$ cat src/common/tracker_pkg.sv
`default_nettype none

package tracker_pkg;

    // ----------------------------------------------------------
    // window geometry
    // ----------------------------------------------------------

    // cycles held in one captured window.
    localparam int slot_count = 3;

    // sign/data flags of one lane.
    typedef logic [1:0] sd_flag_t;

    // ----------------------------------------------------------
    // tracker control
    // ----------------------------------------------------------

    typedef enum logic [1:0] {
        TRK_IDLE,
        TRK_CAPTURE,
        TRK_FULL
    } tracker_state_t;

endpackage : tracker_pkg

`default_nettype wire
$ cat src/error_tracker/history_pipe.sv
`timescale 1ns/10ps
`default_nettype none

module history_pipe
    import tracker_pkg::*;
#(
    parameter int width          = 16,
    parameter int error_bitwidth = 8,
    localparam int lane_w        = error_bitwidth + 4,
    localparam int entry_w       = slot_count * width * lane_w
) (
    input  logic                                 clk,
    input  logic                                 arst_n_i,

    input  logic     [width-1:0]                 prbs_flags_i,
    input  logic     [width-1:0][error_bitwidth-1:0] est_error_i,
    input  logic     [width-1:0]                 sliced_bits_i,
    input  sd_flag_t [width-1:0]                 sd_flags_i,

    output logic                                 trigger_o,
    output logic     [entry_w-1:0]               window_o
);

    logic     [width-1:0]                     prbs_q1;
    logic     [width-1:0]                     prbs_q2;
    logic     [width-1:0]                     bits_q1;
    logic     [width-1:0]                     bits_q2;
    sd_flag_t [width-1:0]                     sd_q1;
    sd_flag_t [width-1:0]                     sd_q2;
    logic     [width-1:0][error_bitwidth-1:0] err_q1;
    logic     [width-1:0][error_bitwidth-1:0] err_q2;

    logic [slot_count-1:0][width-1:0][lane_w-1:0] slots;

    // ----------------------------------------------------------
    // two-deep history
    // ----------------------------------------------------------

    // flags drive the trigger.
    always_ff @(posedge clk or negedge arst_n_i) begin
        if (!arst_n_i) begin
            prbs_q1 <= '0;
            prbs_q2 <= '0;
        end else begin
            prbs_q1 <= prbs_flags_i;
            prbs_q2 <= prbs_q1;
        end
    end

    always_ff @(posedge clk) begin
        bits_q1 <= sliced_bits_i;
        bits_q2 <= bits_q1;
        sd_q1   <= sd_flags_i;
        sd_q2   <= sd_q1;
        err_q1  <= est_error_i;
        err_q2  <= err_q1;
    end

    // mismatch in the middle cycle.
    assign trigger_o = |prbs_q1;

    // ----------------------------------------------------------
    // flatten
    // ----------------------------------------------------------

    // oldest cycle in slot 0, lane 0 lowest in each slot.
    always_comb begin
        for (int ln = 0; ln < width; ln++) begin
            slots[0][ln] = {prbs_q2[ln], bits_q2[ln], sd_q2[ln], err_q2[ln]};
            slots[1][ln] = {prbs_q1[ln], bits_q1[ln], sd_q1[ln], err_q1[ln]};
            slots[2][ln] = {prbs_flags_i[ln], sliced_bits_i[ln], sd_flags_i[ln],
                            est_error_i[ln]};
        end
    end

    assign window_o = slots;

endmodule : history_pipe

`default_nettype wire

$ cat config.mk
export PLATFORM = sky130hd
export DESIGN_NAME = history_pipe
export DESIGN_NICKNAME = d
export VERILOG_FILES = /design/src/common/tracker_pkg.sv /design/src/error_tracker/history_pipe.sv
export SDC_FILE = /design/constraint.sdc
export NUM_CORES = 1
export LEC_CHECK = 0
export ABC_AREA = 1
export BUFFER_PORTS_ARGS = -buffer_cell sky130_fd_sc_hd__buf_4
export CAP_MARGIN = 25
export CORE_AREA = 2 2 303 305
export CTS_CLUSTER_DIAMETER = 50
export CTS_CLUSTER_SIZE = 24
export DETAILED_ROUTE_END_ITERATION = 10
export DIE_AREA = 0 0 305 307
export PLACE_DENSITY = 0.33
export SLEW_MARGIN = 30
export SYNTH_ARGS = -nofsm -noshare
export SYNTH_HDL_FRONTEND = slang
export SYNTH_SLANG_ARGS = --single-unit
$ cat constraint.sdc
create_clock -name clk -period 1.03 [get_ports clk]
set_input_delay 0.1545 -clock clk [delete_from_list [all_inputs] [get_ports clk]]
set_output_delay 0.1545 -clock clk [all_outputs]
set_load 0.05 [all_outputs]
Yosys cells after proc, flatten, opt, wreduce, memory -nomap -nowiden
Cells that the tools add are included.
Widths: inputs -> output; s select.
- reductions and logical operators: 1
- operators with widths (operator ; count):
    $reduce_or 16->1 ; 1
- register bits after elaboration: 384
- input port bits: 194
- output and inout bits: 577
- word-level logic and storage cells: 69

Logic depth before layout (Yosys ltp)
- word-level depth: 1
- depth in mapped cells: 4
- mapped depth without buffers: 4

Least setup slack after synthesis
No wires, ideal clock.
- path type: flip-flop to output port
- start point: register prbs_q1[15]
- end point: output trigger_o
- arrival: 1.160 ns
- required time: 0.876 ns
- slack: -0.284 ns
- cell stages (with the launch flop): 5
- buffers on the path: 0
- cell sequence: dfrtp_1 nor2_1 nand2_1 nor2_1 nand2_1
- cells in the longest elaborated chain, start to end: 1
- RTL lines (element ; RTL line ; text):
    start: declaration ; history_pipe.sv:24 ; logic [width-1:0] prbs_q1;
    start signal: assignment ; history_pipe.sv:45 ; prbs_q1 <= prbs_flags_i;
    $reduce_or 16->1 ; history_pipe.sv:60 ; assign trigger_o = |prbs_q1;
    end: declaration ; history_pipe.sv:20 ; output logic trigger_o,
No other way between the ends.

Worst setup path after layout
- start point: register prbs_q1[3]
- end point: output trigger_o
The elaborated chain is that of the path after synthesis.

==> impl_results.rst <==
.. list-table::
   :header-rows: 1

   * - Metric
     - Value
   * - Most used cell, CP
     - nor2_2
   * - Number of max-slew violations in the final report
     - 0
   * - Average size of a mapped cell
     - between 15 and 20 um^2
   * - Detail-routed via count per cell
     - between 2 and 3
   * - Post-synth top area share
     - 0.754
   * - Mapped Area
     - between 9000 and 10,000 um^2
   * - Area fraction in compound gates after synthesis
     - 0
   * - Maximum frequency from static timing analysis
     - just under 600 MHz
   * - Pre-antenna DRT Iters
     - 4
   * - Final worst slack
     - -695 ps
   * - Worst max-slew margin expressed relative to the limit
     - 0.709
   * - Vertical die dimension
     - between 300 and 400 um
   * - Synth area leader
     - dfxtp_1
   * - Pleak
     - ~10 nW
   * - Cell variety after synth
     - 5
   * - Internal reg-to-reg setup slack
     - 270 ps
   * - Clock transition at the register clock pins on the worst setup and hold paths after CTS
     - 60 ps
   * - Area growth syn-to-layout
     - 144%
   * - Post-synthesis xor/xnor area fraction
     - 0
   * - Final net count
     - roughly 1,700
   * - Power density cells
     - just under 2000 nW/um^2
   * - Number of global-route vias before repair
     - 8,251
   * - Combined global-route utilization of all metal layers
     - 0.0797
   * - Number of buffers added on ports
     - 770
   * - Crit-path max FO
     - 2
   * - FP Rows
     - roughly 110
   * - Total detailed-routing wirelength
     - about 39,000 um
   * - Skew final
     - between 20 and 30 ps
   * - Number of buffers inserted during clock tree synthesis
     - 51
   * - Setup violations, final
     - between 300 and 400
   * - Share of synthesized cell area in full adder, half adder and majority cells
     - 0
   * - Initial core utilization
     - 0.103
   * - Outcome
     - complete, but fails checks
   * - Endpoints failing hold
     - 0
   * - Largest stage delay on the critical path
     - ~400 ps
   * - Half-perimeter wire length of the detailed placement result
     - slightly below 30,000 um
   * - Overall power
     - 44.1 mW
   * - Pin count of the biggest net entering global routing
     - 33
   * - Cell at the slowest stage of the critical path
     - dfrtp_2
   * - Worst-Skew Late Latency
     - 620 ps
   * - Net Count, Synth
     - just under 800
   * - Crit path required time
     - just under 900 ps
   * - Synthesis warning total
     - 0
   * - Die width
     - about 310 um
   * - Sequential cell area fraction in the yosys report
     - 0.840
   * - Share of post-route cells with drive strength above 1
     - 0.857
   * - Antenna Nets Post-Route
     - 0
   * - Maximum clock insertion buffer count
     - 3
   * - Post-Route Setup TNS
     - -88,180 ps
   * - DRC marker count from the first detailed-route iteration
     - around 170
   * - Clock tree from TritonCTS
     - done
   * - Placement-stage cell area
     - 15,400 um^2
   * - Violations in the final reports
     - negative setup slack
   * - Main combinational cell family by area after synthesis
     - buffers and inverters
   * - Most common library cells after synthesis
     - dfxtp_1 (352), buf_4 (192), dfrtp_1 (32), nor2_1 (10), nand2_1 (5)
   * - Post-route fraction of the period consumed by the critical path
     - 1.67
   * - Area of all placed cells without fillers
     - approximately 23,000 um^2
   * - Total number of clock tree sinks
     - 384
   * - Critical Path, Cell by Cell
     - nor2_2 -> nand2_1 -> nor2_2 -> nand2_2 -> buf_8
   * - Vias after detailed routing
     - between 7,000 and 8,000
   * - Total Die Area
     - roughly 94,000 um^2
   * - Basic-gate share of the synthesized area counting and, or, nand and nor cells
     - 0.00602
   * - Drc violations
     - 0
   * - Dominant synthesized flop cell
     - dfxtp_1
   * - Post-synth EDFFs
     - 0
   * - Worst Max-Slew Pin Slew
     - roughly 440 ps
   * - Final routed wire length divided by cell count
     - 14.4 um
   * - RSZ-0062 raised after global routing
     - yes
   * - Pre-CTS setup slack
     - -219 ps
   * - Maximum resistive drop on vdd
     - 1.24 mV
   * - Initial antenna violation count
     - 4
   * - Async S/R FF share, synth
     - 0.0833
   * - Kind of start point of the critical path
     - register
   * - Kind of end point of the critical path
     - output pin
   * - HP Class
     - in -> reg
   * - Cell count after synthesis
     - slightly below 600
   * - Arr. time, crit path
     - 1570 ps
   * - Final critical delay including setup and external delays
     - approximately 1700 ps
   * - Worst setup path class
     - reg -> out
   * - Most used standard cell by instance count after synthesis
     - dfxtp_1
   * - Proportion of synthesized area in mux cells
     - 0
   * - Routability congestion estimate
     - between 0.8 and 0.9
   * - First-pass GRT wire length
     - roughly 55,000 um
   * - Clk root buf
     - clkbuf_16
   * - Top-level I/O count
     - roughly 770
   * - Post-synthesis register bit count
     - roughly 380
   * - Overflow left after global routing
     - 0
   * - Maximum level of the CTS H-tree
     - 2
   * - Max-cap violation count
     - 0
   * - Core ar.
     - just over 90,000 um^2
   * - Synth top area cells
     - dfxtp_1 (75%), buf_4 (15%), dfrtp_1 (8.6%)
-- path summary, 6_finish.rpt --
kind,startpoint,end,cells past startpoint
hold / removal,est_error_i[78],window_o[306],2
setup / recovery,prbs_q1[3],trigger_o,5
min in group asynchronous,arst_n_i,prbs_q2[7],3
max in group asynchronous,arst_n_i,prbs_q1[13],3
hold reg to reg,window_o[307],window_o[115],0
setup reg to reg,prbs_q1[11],prbs_q2[11],2
-- power by group --
| group | switching, mW | internal (mW) | total (mW) |
|---|---|---|---|
| logic | 5.35 | 3.65 | 9.00 |
| registers | 0.610 | 15.8 | 16.4 |
| clock network | 7.73 | 11.0 | 18.7 |
-- sequential cells by signal (all words and copies together) (netlist names) --
| name | cells |
|---|---|
| bits_q1 | 16 |
| bits_q2 | 16 |
| prbs_q1 | 16 |
| prbs_q2 | 16 |
| window_o | 320 |
-- cell type report --
cell class | instances | area [um^2]
timing repair buffer | 1025 | 11000
tap | 1186 | 1480
fill | 9380 | 67900
multi-input combinational | 15 | 81.3
antenna | 1 | 2.50
sequential | 384 | 8360
clock buffer | 58 | 1360
clock inverter | 37 | 484
-- timing repair --
action | 4_1_cts | 5_1_grt
hold buffers | 194 | 0
endpoints found under the setup margin | 385 | 385
buffers inserted | 22 | 23
pin swaps | 5 | 0
resized for setup | 1111 | 29
endpoints found under the hold margin | 224 | 0
cloned | 0 | 0
-- stage by stage --
stage,hold slack (ps),instances,util
after floorplan,-141,591,-
after global placement,129,2377,0.169
after detailed placement,138,2377,0.169
after CTS,88.3,2687,0.249
after global routing,117,2706,0.251
final,168,2706,0.251
-- cells by family (layout without fill, tap and decap cells) --
kind of cell           count (synthesis)  after routing
AND/OR/NAND/NOR                       15             15
other                                  0              1
flip-flops                           384            384
buffers and inverters                192           1120
-- routing by layer --
metal | vias up | GRT usage | part of all wire
met2 | 445 | 0.147 | 0.55
met1 | 3517 | 0.0769 | 0.33
met5 | - | 0 | 0
li1 | 3439 | - | -
met3 | 76 | 0.0283 | 0.086
met4 | 0 | 0.0436 | 0.037
-- worst max-delay path, delay by kind of cell (launching register included) --
| family | cells | cell delay [ps] |
|---|---|---|
| and+or+nand+nor | 4 | 410 |
| DFF | 1 | 400 |
| buffers and inverters | 1 | 150 |
-- layout by cell type (no fill, tap or decap), drive strengths merged --
cell type    netlist  layout
nand2              5       5
dlygate4sd3        0     194
dfrtp             32      32
buf              192     831
clkbuf             0      58
clkinv             0       9
clkinvlp           0       8
inv                0      16
diode              0       1
nor2              10      10
bufinv             0       4
dfxtp            352     352
No activity file was read; power rests on OpenSTA's default activity.
