[src/rtl/capture_counter.sv]
`timescale 1ns/10ps
`default_nettype none

module capture_counter #(
    parameter int addrwidth = 10
) (
    input  logic                 clk,
    input  logic                 arst_n_i,

    input  logic                 clear_i,
    input  logic                 inc_i,

    output logic [addrwidth-1:0] wr_addr_o,
    output logic [addrwidth:0]   entry_count_o,
    output logic                 last_o
);

    logic [addrwidth:0] count_q;

    // clear wins over a write in the same cycle.
    always_ff @(posedge clk or negedge arst_n_i) begin
        if (!arst_n_i) begin
            count_q <= '0;
        end else if (clear_i) begin
            count_q <= '0;
        end else if (inc_i) begin
            count_q <= count_q + 1'b1;
        end
    end

    // next free slot.
    assign wr_addr_o     = count_q[addrwidth-1:0];
    assign entry_count_o = count_q;

    // Flags the top address, not the full count.
    assign last_o = (wr_addr_o == {addrwidth{1'b1}});

endmodule : capture_counter

`default_nettype wire

[config.mk]
export PLATFORM = sky130hd
export DESIGN_NAME = capture_counter
export DESIGN_NICKNAME = d
export VERILOG_FILES = /design/src/rtl/capture_counter.sv
export SDC_FILE = /design/constraint.sdc
export NUM_CORES = 1
export LEC_CHECK = 0
export BUFFER_PORTS_ARGS = -buffer_cell sky130_fd_sc_hd__buf_2
export CORE_MARGIN = 2
export CORE_UTILIZATION = 49
export CTS_BUF_LIST = sky130_fd_sc_hd__clkbuf_8 sky130_fd_sc_hd__clkbuf_16
export CTS_CLUSTER_DIAMETER = 60
export DETAILED_ROUTE_END_ITERATION = 8
export GPL_TIMING_DRIVEN = 1
export PLACE_DENSITY = 0.81
export SYNTH_ARGS = -nofsm -noshare
export SYNTH_HDL_FRONTEND = slang
export SYNTH_SLANG_ARGS = --single-unit
[constraint.sdc]
create_clock -name clk -period 2.1 [get_ports clk]
set_input_delay 0.315 -clock clk [delete_from_list [all_inputs] [get_ports clk]]
set_output_delay 0.315 -clock clk [all_outputs]
set_load 0.01 [all_outputs]
Word level (Yosys, flattened, before mapping)
Index checks and enable logic that the tools add are counted.
{ "totals": {"register_bits": 11, "inputBits": 4, "output_inout_bits": 22, "word_cells": 6} }
{ "classes": {"add_sub_neg": 1, "eq_ne": 1, "muxes": 2, "n_reduce_logical": 1} }
{ "op_table": {"columns": ["cell", "n"], "rows": [
  ["two-way mux 11 bit", 2],
  ["adder 11 x 1 -> 11 bit (second input constant)", 1],
  ["== test 10 bit (second input constant)", 1],
  ["nonzero test 2 bit", 1]
]} }

Longest topological paths before layout
Gate-level depths: netlist of the first run.
{ "depth": {"word_depth": 3, "mapped_depth": 4, "mapped_depth_nobuf": 4} }

Least setup slack after synthesis of the first run
No wires, ideal clock.
{ "synth_path": {"path_kind": "reg2reg", "startpoint": "register count_q[0], in the netlist entry_count_o[0]", "endpoint": "register count_q[10], in the netlist entry_count_o[10]", "setup_ps": 77, "arrival_ps": 1376, "required_time_ps": 2023, "path_slack_ps": 647, "path_stages_with_launch": 5, "n_path_buf": 0, "synth_period_minus_slack_ps": 1453, "cell_sequence": "dfrtp_1 ha_1 nand3_2 or4_1 a21oi_1"} }
{ "synth_between": {"elab_chain_cells": 3} }
{ "synth_rtl": {"columns": ["element", "line", "text"], "rows": [
  ["start: declaration", "18", "logic [addrwidth:0] count_q;"],
  ["start signal: assignment", "27", "count_q <= count_q + 1'b1;"],
  ["adder 11 x 1 -> 11 bit", "27", null],
  ["two-way mux 11 bit", "26", "end else if (inc_i) begin"],
  ["two-way mux 11 bit", "24", "end else if (clear_i) begin"]
]} }
Every way passes these cells. The select of a mux whose other input is x is not followed.
A chain may end at the register's enable or synchronous reset.

Worst setup path in the final report of the first run
{ "layout_path": {"startpoint": "register count_q[0], in the netlist entry_count_o[0]", "endpoint": "output port last_o"} }
{ "layout_between": {"elab_chain_cells": 1} }
{ "layout_rtl": {"columns": ["element", "line", "text"], "rows": [
  ["== test 10 bit", "36", "assign last_o = (wr_addr_o == {addrwidth{1'b1}});"],
  ["end: declaration", "15", "output logic last_o"]
]} }
Every way passes these cells.

==> flow_summary.yaml, run 1 <==
sta:
  fmax_mhz: 600
  tns_ps: 0
  hold_slack_ps: 385
  finalSetupViolCount: 0
  fin_skew_ps: 2.86
  rsz0062_at_grt: "false"
  drv_slew: 0
  tightestPinTransition_ps: 286
  period_share_pct: 79.4
  relSlewSlack_pct: 80.9
  finalCriticalPeriod_ps: 1670
  hold_viol: 0
grt:
  grt_first_pass_wirelength_mm: 1.94
  grt_overflow: 0
  track_usage_pct: 19.1
  grt_max_degree: 12
  antenna_found_initial: 0
  grt_pass1_vias: 445
placed_design:
  dp_hpwl_um: 865
  portBuffers: 25
  placed_cell_area_um2: 698
  gp_congestion: 0.692
layout:
  diodes: 0
  layout-drive-gt1-share_pct: 39.0
  largest_reg_flops: 11
  fin_nets: 88
  final_cell_area_um2: 753
  synthToLayoutAreaGrowth_pct: 15.1
synthesis:
  yosysTopAreaCellShare_pct: 42.1
  syn-num-nets: 69
  synth_area_leader_cell: "dfrtp_1"
  yosys_warnings: 0
  syn_avg_cell_area_um2: 10.2
  ys_types: 22
  ys_ff_latch: 11
  yosysSeqAreaShare_pct: 42.1
  synthCells: 64
  synth.cell_area_um2: 654
  yosys-top-cells-area: "dfrtp_1, buf_4, nand4_4"
status:
  status: "finished clean"
clocking:
  cts_sinks: 11
  cts_buffers: 3
  path_clk_slew_ps: 50
  post_cts_resized: 0
  cts_tree: "done"
  post_cts_buffers: 0
  htreeDepth: 1
  clockBufferDepth: 2
  cts-root-buf: "clkbuf_8"
  clk_latency_ps: 240
setup_path:
  cp.buffers_inverters: 1
  crit_required_ps: 1780
  crit_path_end_kind: "output port"
  worst-setup-path-type: "flip-flop to output port"
  reg2reg_depth: 4
  cp_slowest_stage_delay_ps: 450
  critPathLaunchType: "flip-flop"
  cp_top_family: "flip-flops"
  cp.arrival_ps: 1350
  crit_slowest_cell: "dfrtp_1"
  r2r_end: "entry_count_o[10]"
  crit_path_cell_trace: "ha_1 -> nand2_1 -> nor3_1 -> buf_2"
  rrSetupSlack_ps: 610
  worst-path-max-fanout: 5
  timing.rr.start: "entry_count_o[0]"
detailed_routing:
  drc: 0
  wl_met2_um: 570
  vias_per_cell: 5.34
  wl_mm: 1.19
  drt-wirelength-per-cell_um: 12.3
  drt_iter0_markers: 6
  routed.top_layer: "met4"
  ant_nets: 0
  route.vias.total: 518
  dr.pass1.iters: 4
  met3_length_um: 77
  m1WireLength_um: 502
power:
  p_total_uw: 468
  leakage_nw: 0.397
  power.density_nw_per_um2: 621
  ir_worst_vdd_mv: 0.489
floorplan:
  core-area_um2: 1270
  start_util_pct: 51.6
  fp.dieW_um: 40.5
  rows: 13
  die_area_um2: 1640
  fp.dieH_um: 40.5
  ios: 26
run:
  maxCapViolations: 0
min_path:
  hold_class: "input port to flip-flop"
  min_to: "entry_count_o[6]"
  worstHoldStart: "clear_i"
  whs_path_depth: 2
[worst max-delay path by stage]
stage / end / cells after the start / slack [ps] / from
finish: last_o / 4 / 430 / entry_count_o[0]
global route: last_o / 4 / 320 / entry_count_o[1]
CTS: last_o / 4 / 410 / entry_count_o[1]
detailed placement: entry_count_o[10] / 4 / 610 / entry_count_o[1]
global placement: entry_count_o[8] / 4 / 680 / entry_count_o[0]
floorplan: entry_count_o[10] / 4 / 650 / entry_count_o[0]
[cells in the mapped netlist, drive strengths merged]
library cell / count
a21oi: 6
buf: 11
clkbuf: 1
dfrtp: 11
ha: 1
inv: 1
mux2i: 1
nand2: 4
nand3: 3
nand4: 3
nor2: 5
nor3: 1
o21ai: 3
o31ai: 3
or3: 3
or4: 3
xnor2: 1
xor2: 3
[placed cells by master, fill, tap and decap left out, drive strengths merged]
master	synthesis	final
a21oi	6	6
buf	11	25
clkbuf	1	3
dfrtp	11	11
dlygate4sd3	0	1
ha	1	1
inv	1	2
mux2i	1	1
nand2	4	4
nand3	3	3
nand4	3	3
nor2	5	5
nor3	1	1
o21ai	3	3
o31ai	3	3
or3	3	3
or4	3	3
xnor2	1	1
xor2	3	3
[area by class of cell]
type,instances,area (µm²)
inverters,1,3.75
repair buffers,26,135
flip-flops and latches,11,275
well taps,15,18.8
clock buffers,3,41.3
fillers,108,515
multi-input cells,40,275
clock inverters,1,3.75
[power breakdown]
| group | total (mW) | internal (mW) | switching [mW] |
|---|---|---|---|
| sequential | 0.224 | 0.216 | 0.00744 |
| clock | 0.208 | 0.128 | 0.0797 |
| combinational | 0.0359 | 0.0143 | 0.0216 |
| total | 0.468 | 0.359 | 0.109 |
[worst reg2reg max path: cells and delay by family, from the launching register on]
family          cells  cell delay, ps
flops               1             450
compound gates      1             150
fa+ha+maj           1             260
simple gates        2             560
[metal layers]
metal	global-route usage (%)	vias to the layer above
li1	-	254
met1	21.2	243
met2	30.6	17
met3	5.00	4
met4	15.0	0
met5	0	-
[through the flow]
stage | util, % | worst slack, ps | instances
after floorplan | - | 647 | 64
after global placement | 55.0 | 677 | 92
after detailed placement | 55.0 | 606 | 92
after CTS | 59.4 | 407 | 97
after global routing | 59.4 | 317 | 97
final | 59.4 | 433 | 97
[logic make-up (layout without fill, tap and decap cells)]
logic type | after synthesis | count (layout) | synth area share [%]
flops | 11 | 11 | 42.1
mux | 1 | 1 | 1.53
buf+inv | 13 | 31 | 15.9
xor+xnor | 4 | 4 | 5.35
compound gates | 12 | 12 | 10.3
simple gates | 22 | 22 | 22.9
fa+ha+maj | 1 | 1 | 1.91
[what timing repair did]
item | in CTS | in global routing
hold buffers | 1 | 0
hold endpoints to repair | 11 | 0
endpoints found under the setup margin | 0 | 0
Note: power is estimated with default switching activity, not from simulation.
==> run 2: changes to the inputs <==
--- a/config.mk
+++ b/config.mk
@@ -5,14 +5,16 @@
 export SDC_FILE = /design/constraint.sdc
 export NUM_CORES = 1
 export LEC_CHECK = 0
+export ABC_AREA = 1
 export BUFFER_PORTS_ARGS = -buffer_cell sky130_fd_sc_hd__buf_2
+export CORE_ASPECT_RATIO = 1.25
 export CORE_MARGIN = 2
-export CORE_UTILIZATION = 49
+export CORE_UTILIZATION = 42
 export CTS_BUF_LIST = sky130_fd_sc_hd__clkbuf_8 sky130_fd_sc_hd__clkbuf_16
 export CTS_CLUSTER_DIAMETER = 60
 export DETAILED_ROUTE_END_ITERATION = 8
 export GPL_TIMING_DRIVEN = 1
-export PLACE_DENSITY = 0.81
+export PLACE_DENSITY = 0.73
 export SYNTH_ARGS = -nofsm -noshare
 export SYNTH_HDL_FRONTEND = slang
 export SYNTH_SLANG_ARGS = --single-unit
==> constraint.sdc (replaced) <==
create_clock -name clk -period 1.5 [get_ports clk]
set_input_delay 0.225 -clock clk [delete_from_list [all_inputs] [get_ports clk]]
set_output_delay 0.225 -clock clk [all_outputs]
set_load 0.01 [all_outputs]
==> flow_summary.yaml, run 2 <==
status:
  status: "finished clean"
layout:
  final_common_cell: "buf_2"
  synthToLayoutAreaGrowth_pct: 30.7
  nFillCells: 145
  diodes: 0
  largest_reg_flops: 11
  final_cell_mix: "buf_2, nand2_1, nor2_1"
  fin_nets: 123
  instances_no_fill: 135
  layout-drive-gt1-share_pct: 37.6
  final_cell_area_um2: 896
sta:
  finalSetupViolCount: 0
  hold_slack_ps: 290
  hold_viol: 0
  drv_slew: 0
  fin_skew_ps: 2.69
  tightestPinTransition_ps: 250
  setup_slack_ps: 33.8
  finalCriticalPeriod_ps: 1470
  relSlewSlack_pct: 83.3
  fmax_mhz: 682
  period_share_pct: 97.7
grt:
  track_usage_pct: 17.9
  grt_pass1_vias: 544
  grt_max_degree: 12
  grt_overflow: 0
  grt_first_pass_wirelength_mm: 2.32
  antenna_found_initial: 0
setup_path:
  rrSetupSlack_ps: 220
  crit_slowest_cell: "dfrtp_1"
  worst-setup-path-type: "flip-flop to output port"
  r2r_end: "entry_count_o[5]"
  cp.buffers_inverters: 1
  timing.rr.start: "entry_count_o[1]"
  cp_top_family: "flip-flops"
  critPathLaunchType: "flip-flop"
  crit_path_end_kind: "output port"
  cp.arrival_ps: 1240
  crit_path_cell_trace: "ha_4 -> nand3_4 -> nor4_4 -> buf_2"
  cp_slowest_stage_delay_ps: 390
  crit_required_ps: 1270
  worst-path-max-fanout: 3
  reg2reg_depth: 8
min_path:
  hold_class: "input port to flip-flop"
  whs_path_depth: 4
  worstHoldStart: "clear_i"
  min_to: "entry_count_o[1]"
detailed_routing:
  wl_mm: 1.55
  dr.pass1.iters: 4
  drt-wirelength-per-cell_um: 11.5
  route.vias.total: 653
  vias_per_cell: 4.84
  ant_nets: 0
  drt_iter0_markers: 12
  drc: 0
synthesis:
  yosys_warnings: 0
  ys.flop_type: "dfrtp_1"
  synth.cell_area_um2: 686
  syn_avg_cell_area_um2: 7.45
  synthCells: 92
  syn-num-nets: 97
  yosysSeqAreaShare_pct: 40.1
  ys_ff_latch: 11
  yosys-top-cells-area: "dfrtp_1, buf_4, nand2_1"
  synth-xor-area-share_pct: 0
  yosys.area_share.simple_pct: 32.1
  synth_edf_count: 0
  yosysMostFrequentCell: "nand2_1"
  synthMuxAreaShare_pct: 0
  yosys-top-cells-count: "nand2_1, nor2_1, dfrtp_1"
  async_reset_ff_share_pct: 100
  synthAdderAreaFrac_pct: 1.82
  synth_top_family_by_area: "simple AND/OR/NAND/NOR gates"
  synth_area_leader_cell: "dfrtp_1"
  ys_types: 20
  yosysTopAreaCellShare_pct: 40.1
  synth_compound_area_share_pct: 8.76
floorplan:
  ios: 26
  core-area_um2: 1540
  fp.dieW_um: 40.1
  fp.dieH_um: 49.2
  rows: 16
  start_util_pct: 44.5
  die_area_um2: 1970
clocking:
  path_clk_slew_ps: 50
  cts-root-buf: "clkbuf_8"
  cts_sinks: 11
  htreeDepth: 1
  clockBufferDepth: 2
  cts_tree: "done"
  cts_buffers: 3
  clk_latency_ps: 240
placed_design:
  dp_hpwl_mm: 1.08
  pre_cts_slack_ps: 190
  placed_cell_area_um2: 776
  gp_congestion: 0.780
  dp_cells: 127
  portBuffers: 25
run:
  maxCapViolations: 0
power:
  leakage_nw: 0.490
  ir_worst_vdd_mv: 0.774
  p_total_uw: 681
  power.density_nw_per_um2: 760
run 2: changes by cell type after synthesis, moves of 2 or more:
cell / before / now
nand3_1: 2 / 7
xor2_1: 3 / 0
or3_1: 2 / 0
nor2_1: 5 / 13
nand2_1: 4 / 19
nand4_4: 2 / 0
o21bai_1: 0 / 2
o31ai_1: 3 / 0
nand2_2: 0 / 2
inv_1: 1 / 10
or4_1: 3 / 0
run 2: cells by family (layout without fill, tap and decap cells):
logic type               after synthesis  in the layout
buffers and inverters                 21             46
AND/OR/NAND/NOR                       48             48
AO/OA/AOI/OAI                         11             11
flip-flops                            11             11
adder cells (fa/ha/maj)                1              1
run 2: worst max path at each step:
stage / from / endpoint / slack, ps / depth (start not counted)
final: entry_count_o[0] / last_o / 30 / 4
after CTS: entry_count_o[1] / last_o / 7 / 4
after global placement: entry_count_o[0] / last_o / 200 / 4
after floorplan: entry_count_o[1] / last_o / 130 / 3
after detailed placement: entry_count_o[1] / last_o / 190 / 4
after global routing: entry_count_o[0] / last_o / -10 / 4
run 2: worst register-to-register path, delay by kind of cell (launching register included):
family / cells / cell delay, ps
and+or+nand+nor: 4 / 390
DFF: 1 / 380
buffers and inverters: 3 / 280
AOI/OAI and AO/OA: 1 / 160
run 2: timing repair:
action,CTS,global route
endpoints found under the setup margin,1,1
endpoints found under the hold margin,11,0
gates resized for setup,3,5
buffers inserted,0,3
hold buffers,1,0
gates cloned,0,0
run 2: layout make-up:
cell class	instances	area (µm²)	area share (%)
repair buffers	32	180	20.1
multi-input cells	60	333	37.2
inverters	10	37.5	4.19
well taps	18	22.5	2.51
clock inverters	1	3.75	0.419
clock buffers	3	41.3	4.61
flip-flops and latches	11	278	31.0
run 2: through the flow:
| stage | util, % | TNS [ps] |
|---|---|---|
| after CTS | 54.8 | 0 |
| final | 58.1 | 0 |
| after floorplan | - | 0 |
| after detailed placement | 50.3 | 0 |
| after global routing | 58.1 | -10.9 |
| after global placement | 50.3 | 0 |
run 2: layer usage:
| metal | global-route usage (%) | vias up | wire length, µm |
|---|---|---|---|
| li1 | - | 334 | - |
| met1 | 21.0 | 302 | 674 |
| met2 | 27.4 | 13 | 762 |
| met3 | 5.02 | 4 | 74 |
| met4 | 10.3 | 0 | 35 |
| met5 | 0 | - | 0 |
run 2: power breakdown:
group          internal (mW)  switching, mW
clock network          0.181          0.124
logic                 0.0295         0.0400
registers              0.302        0.00520
total                  0.512          0.169
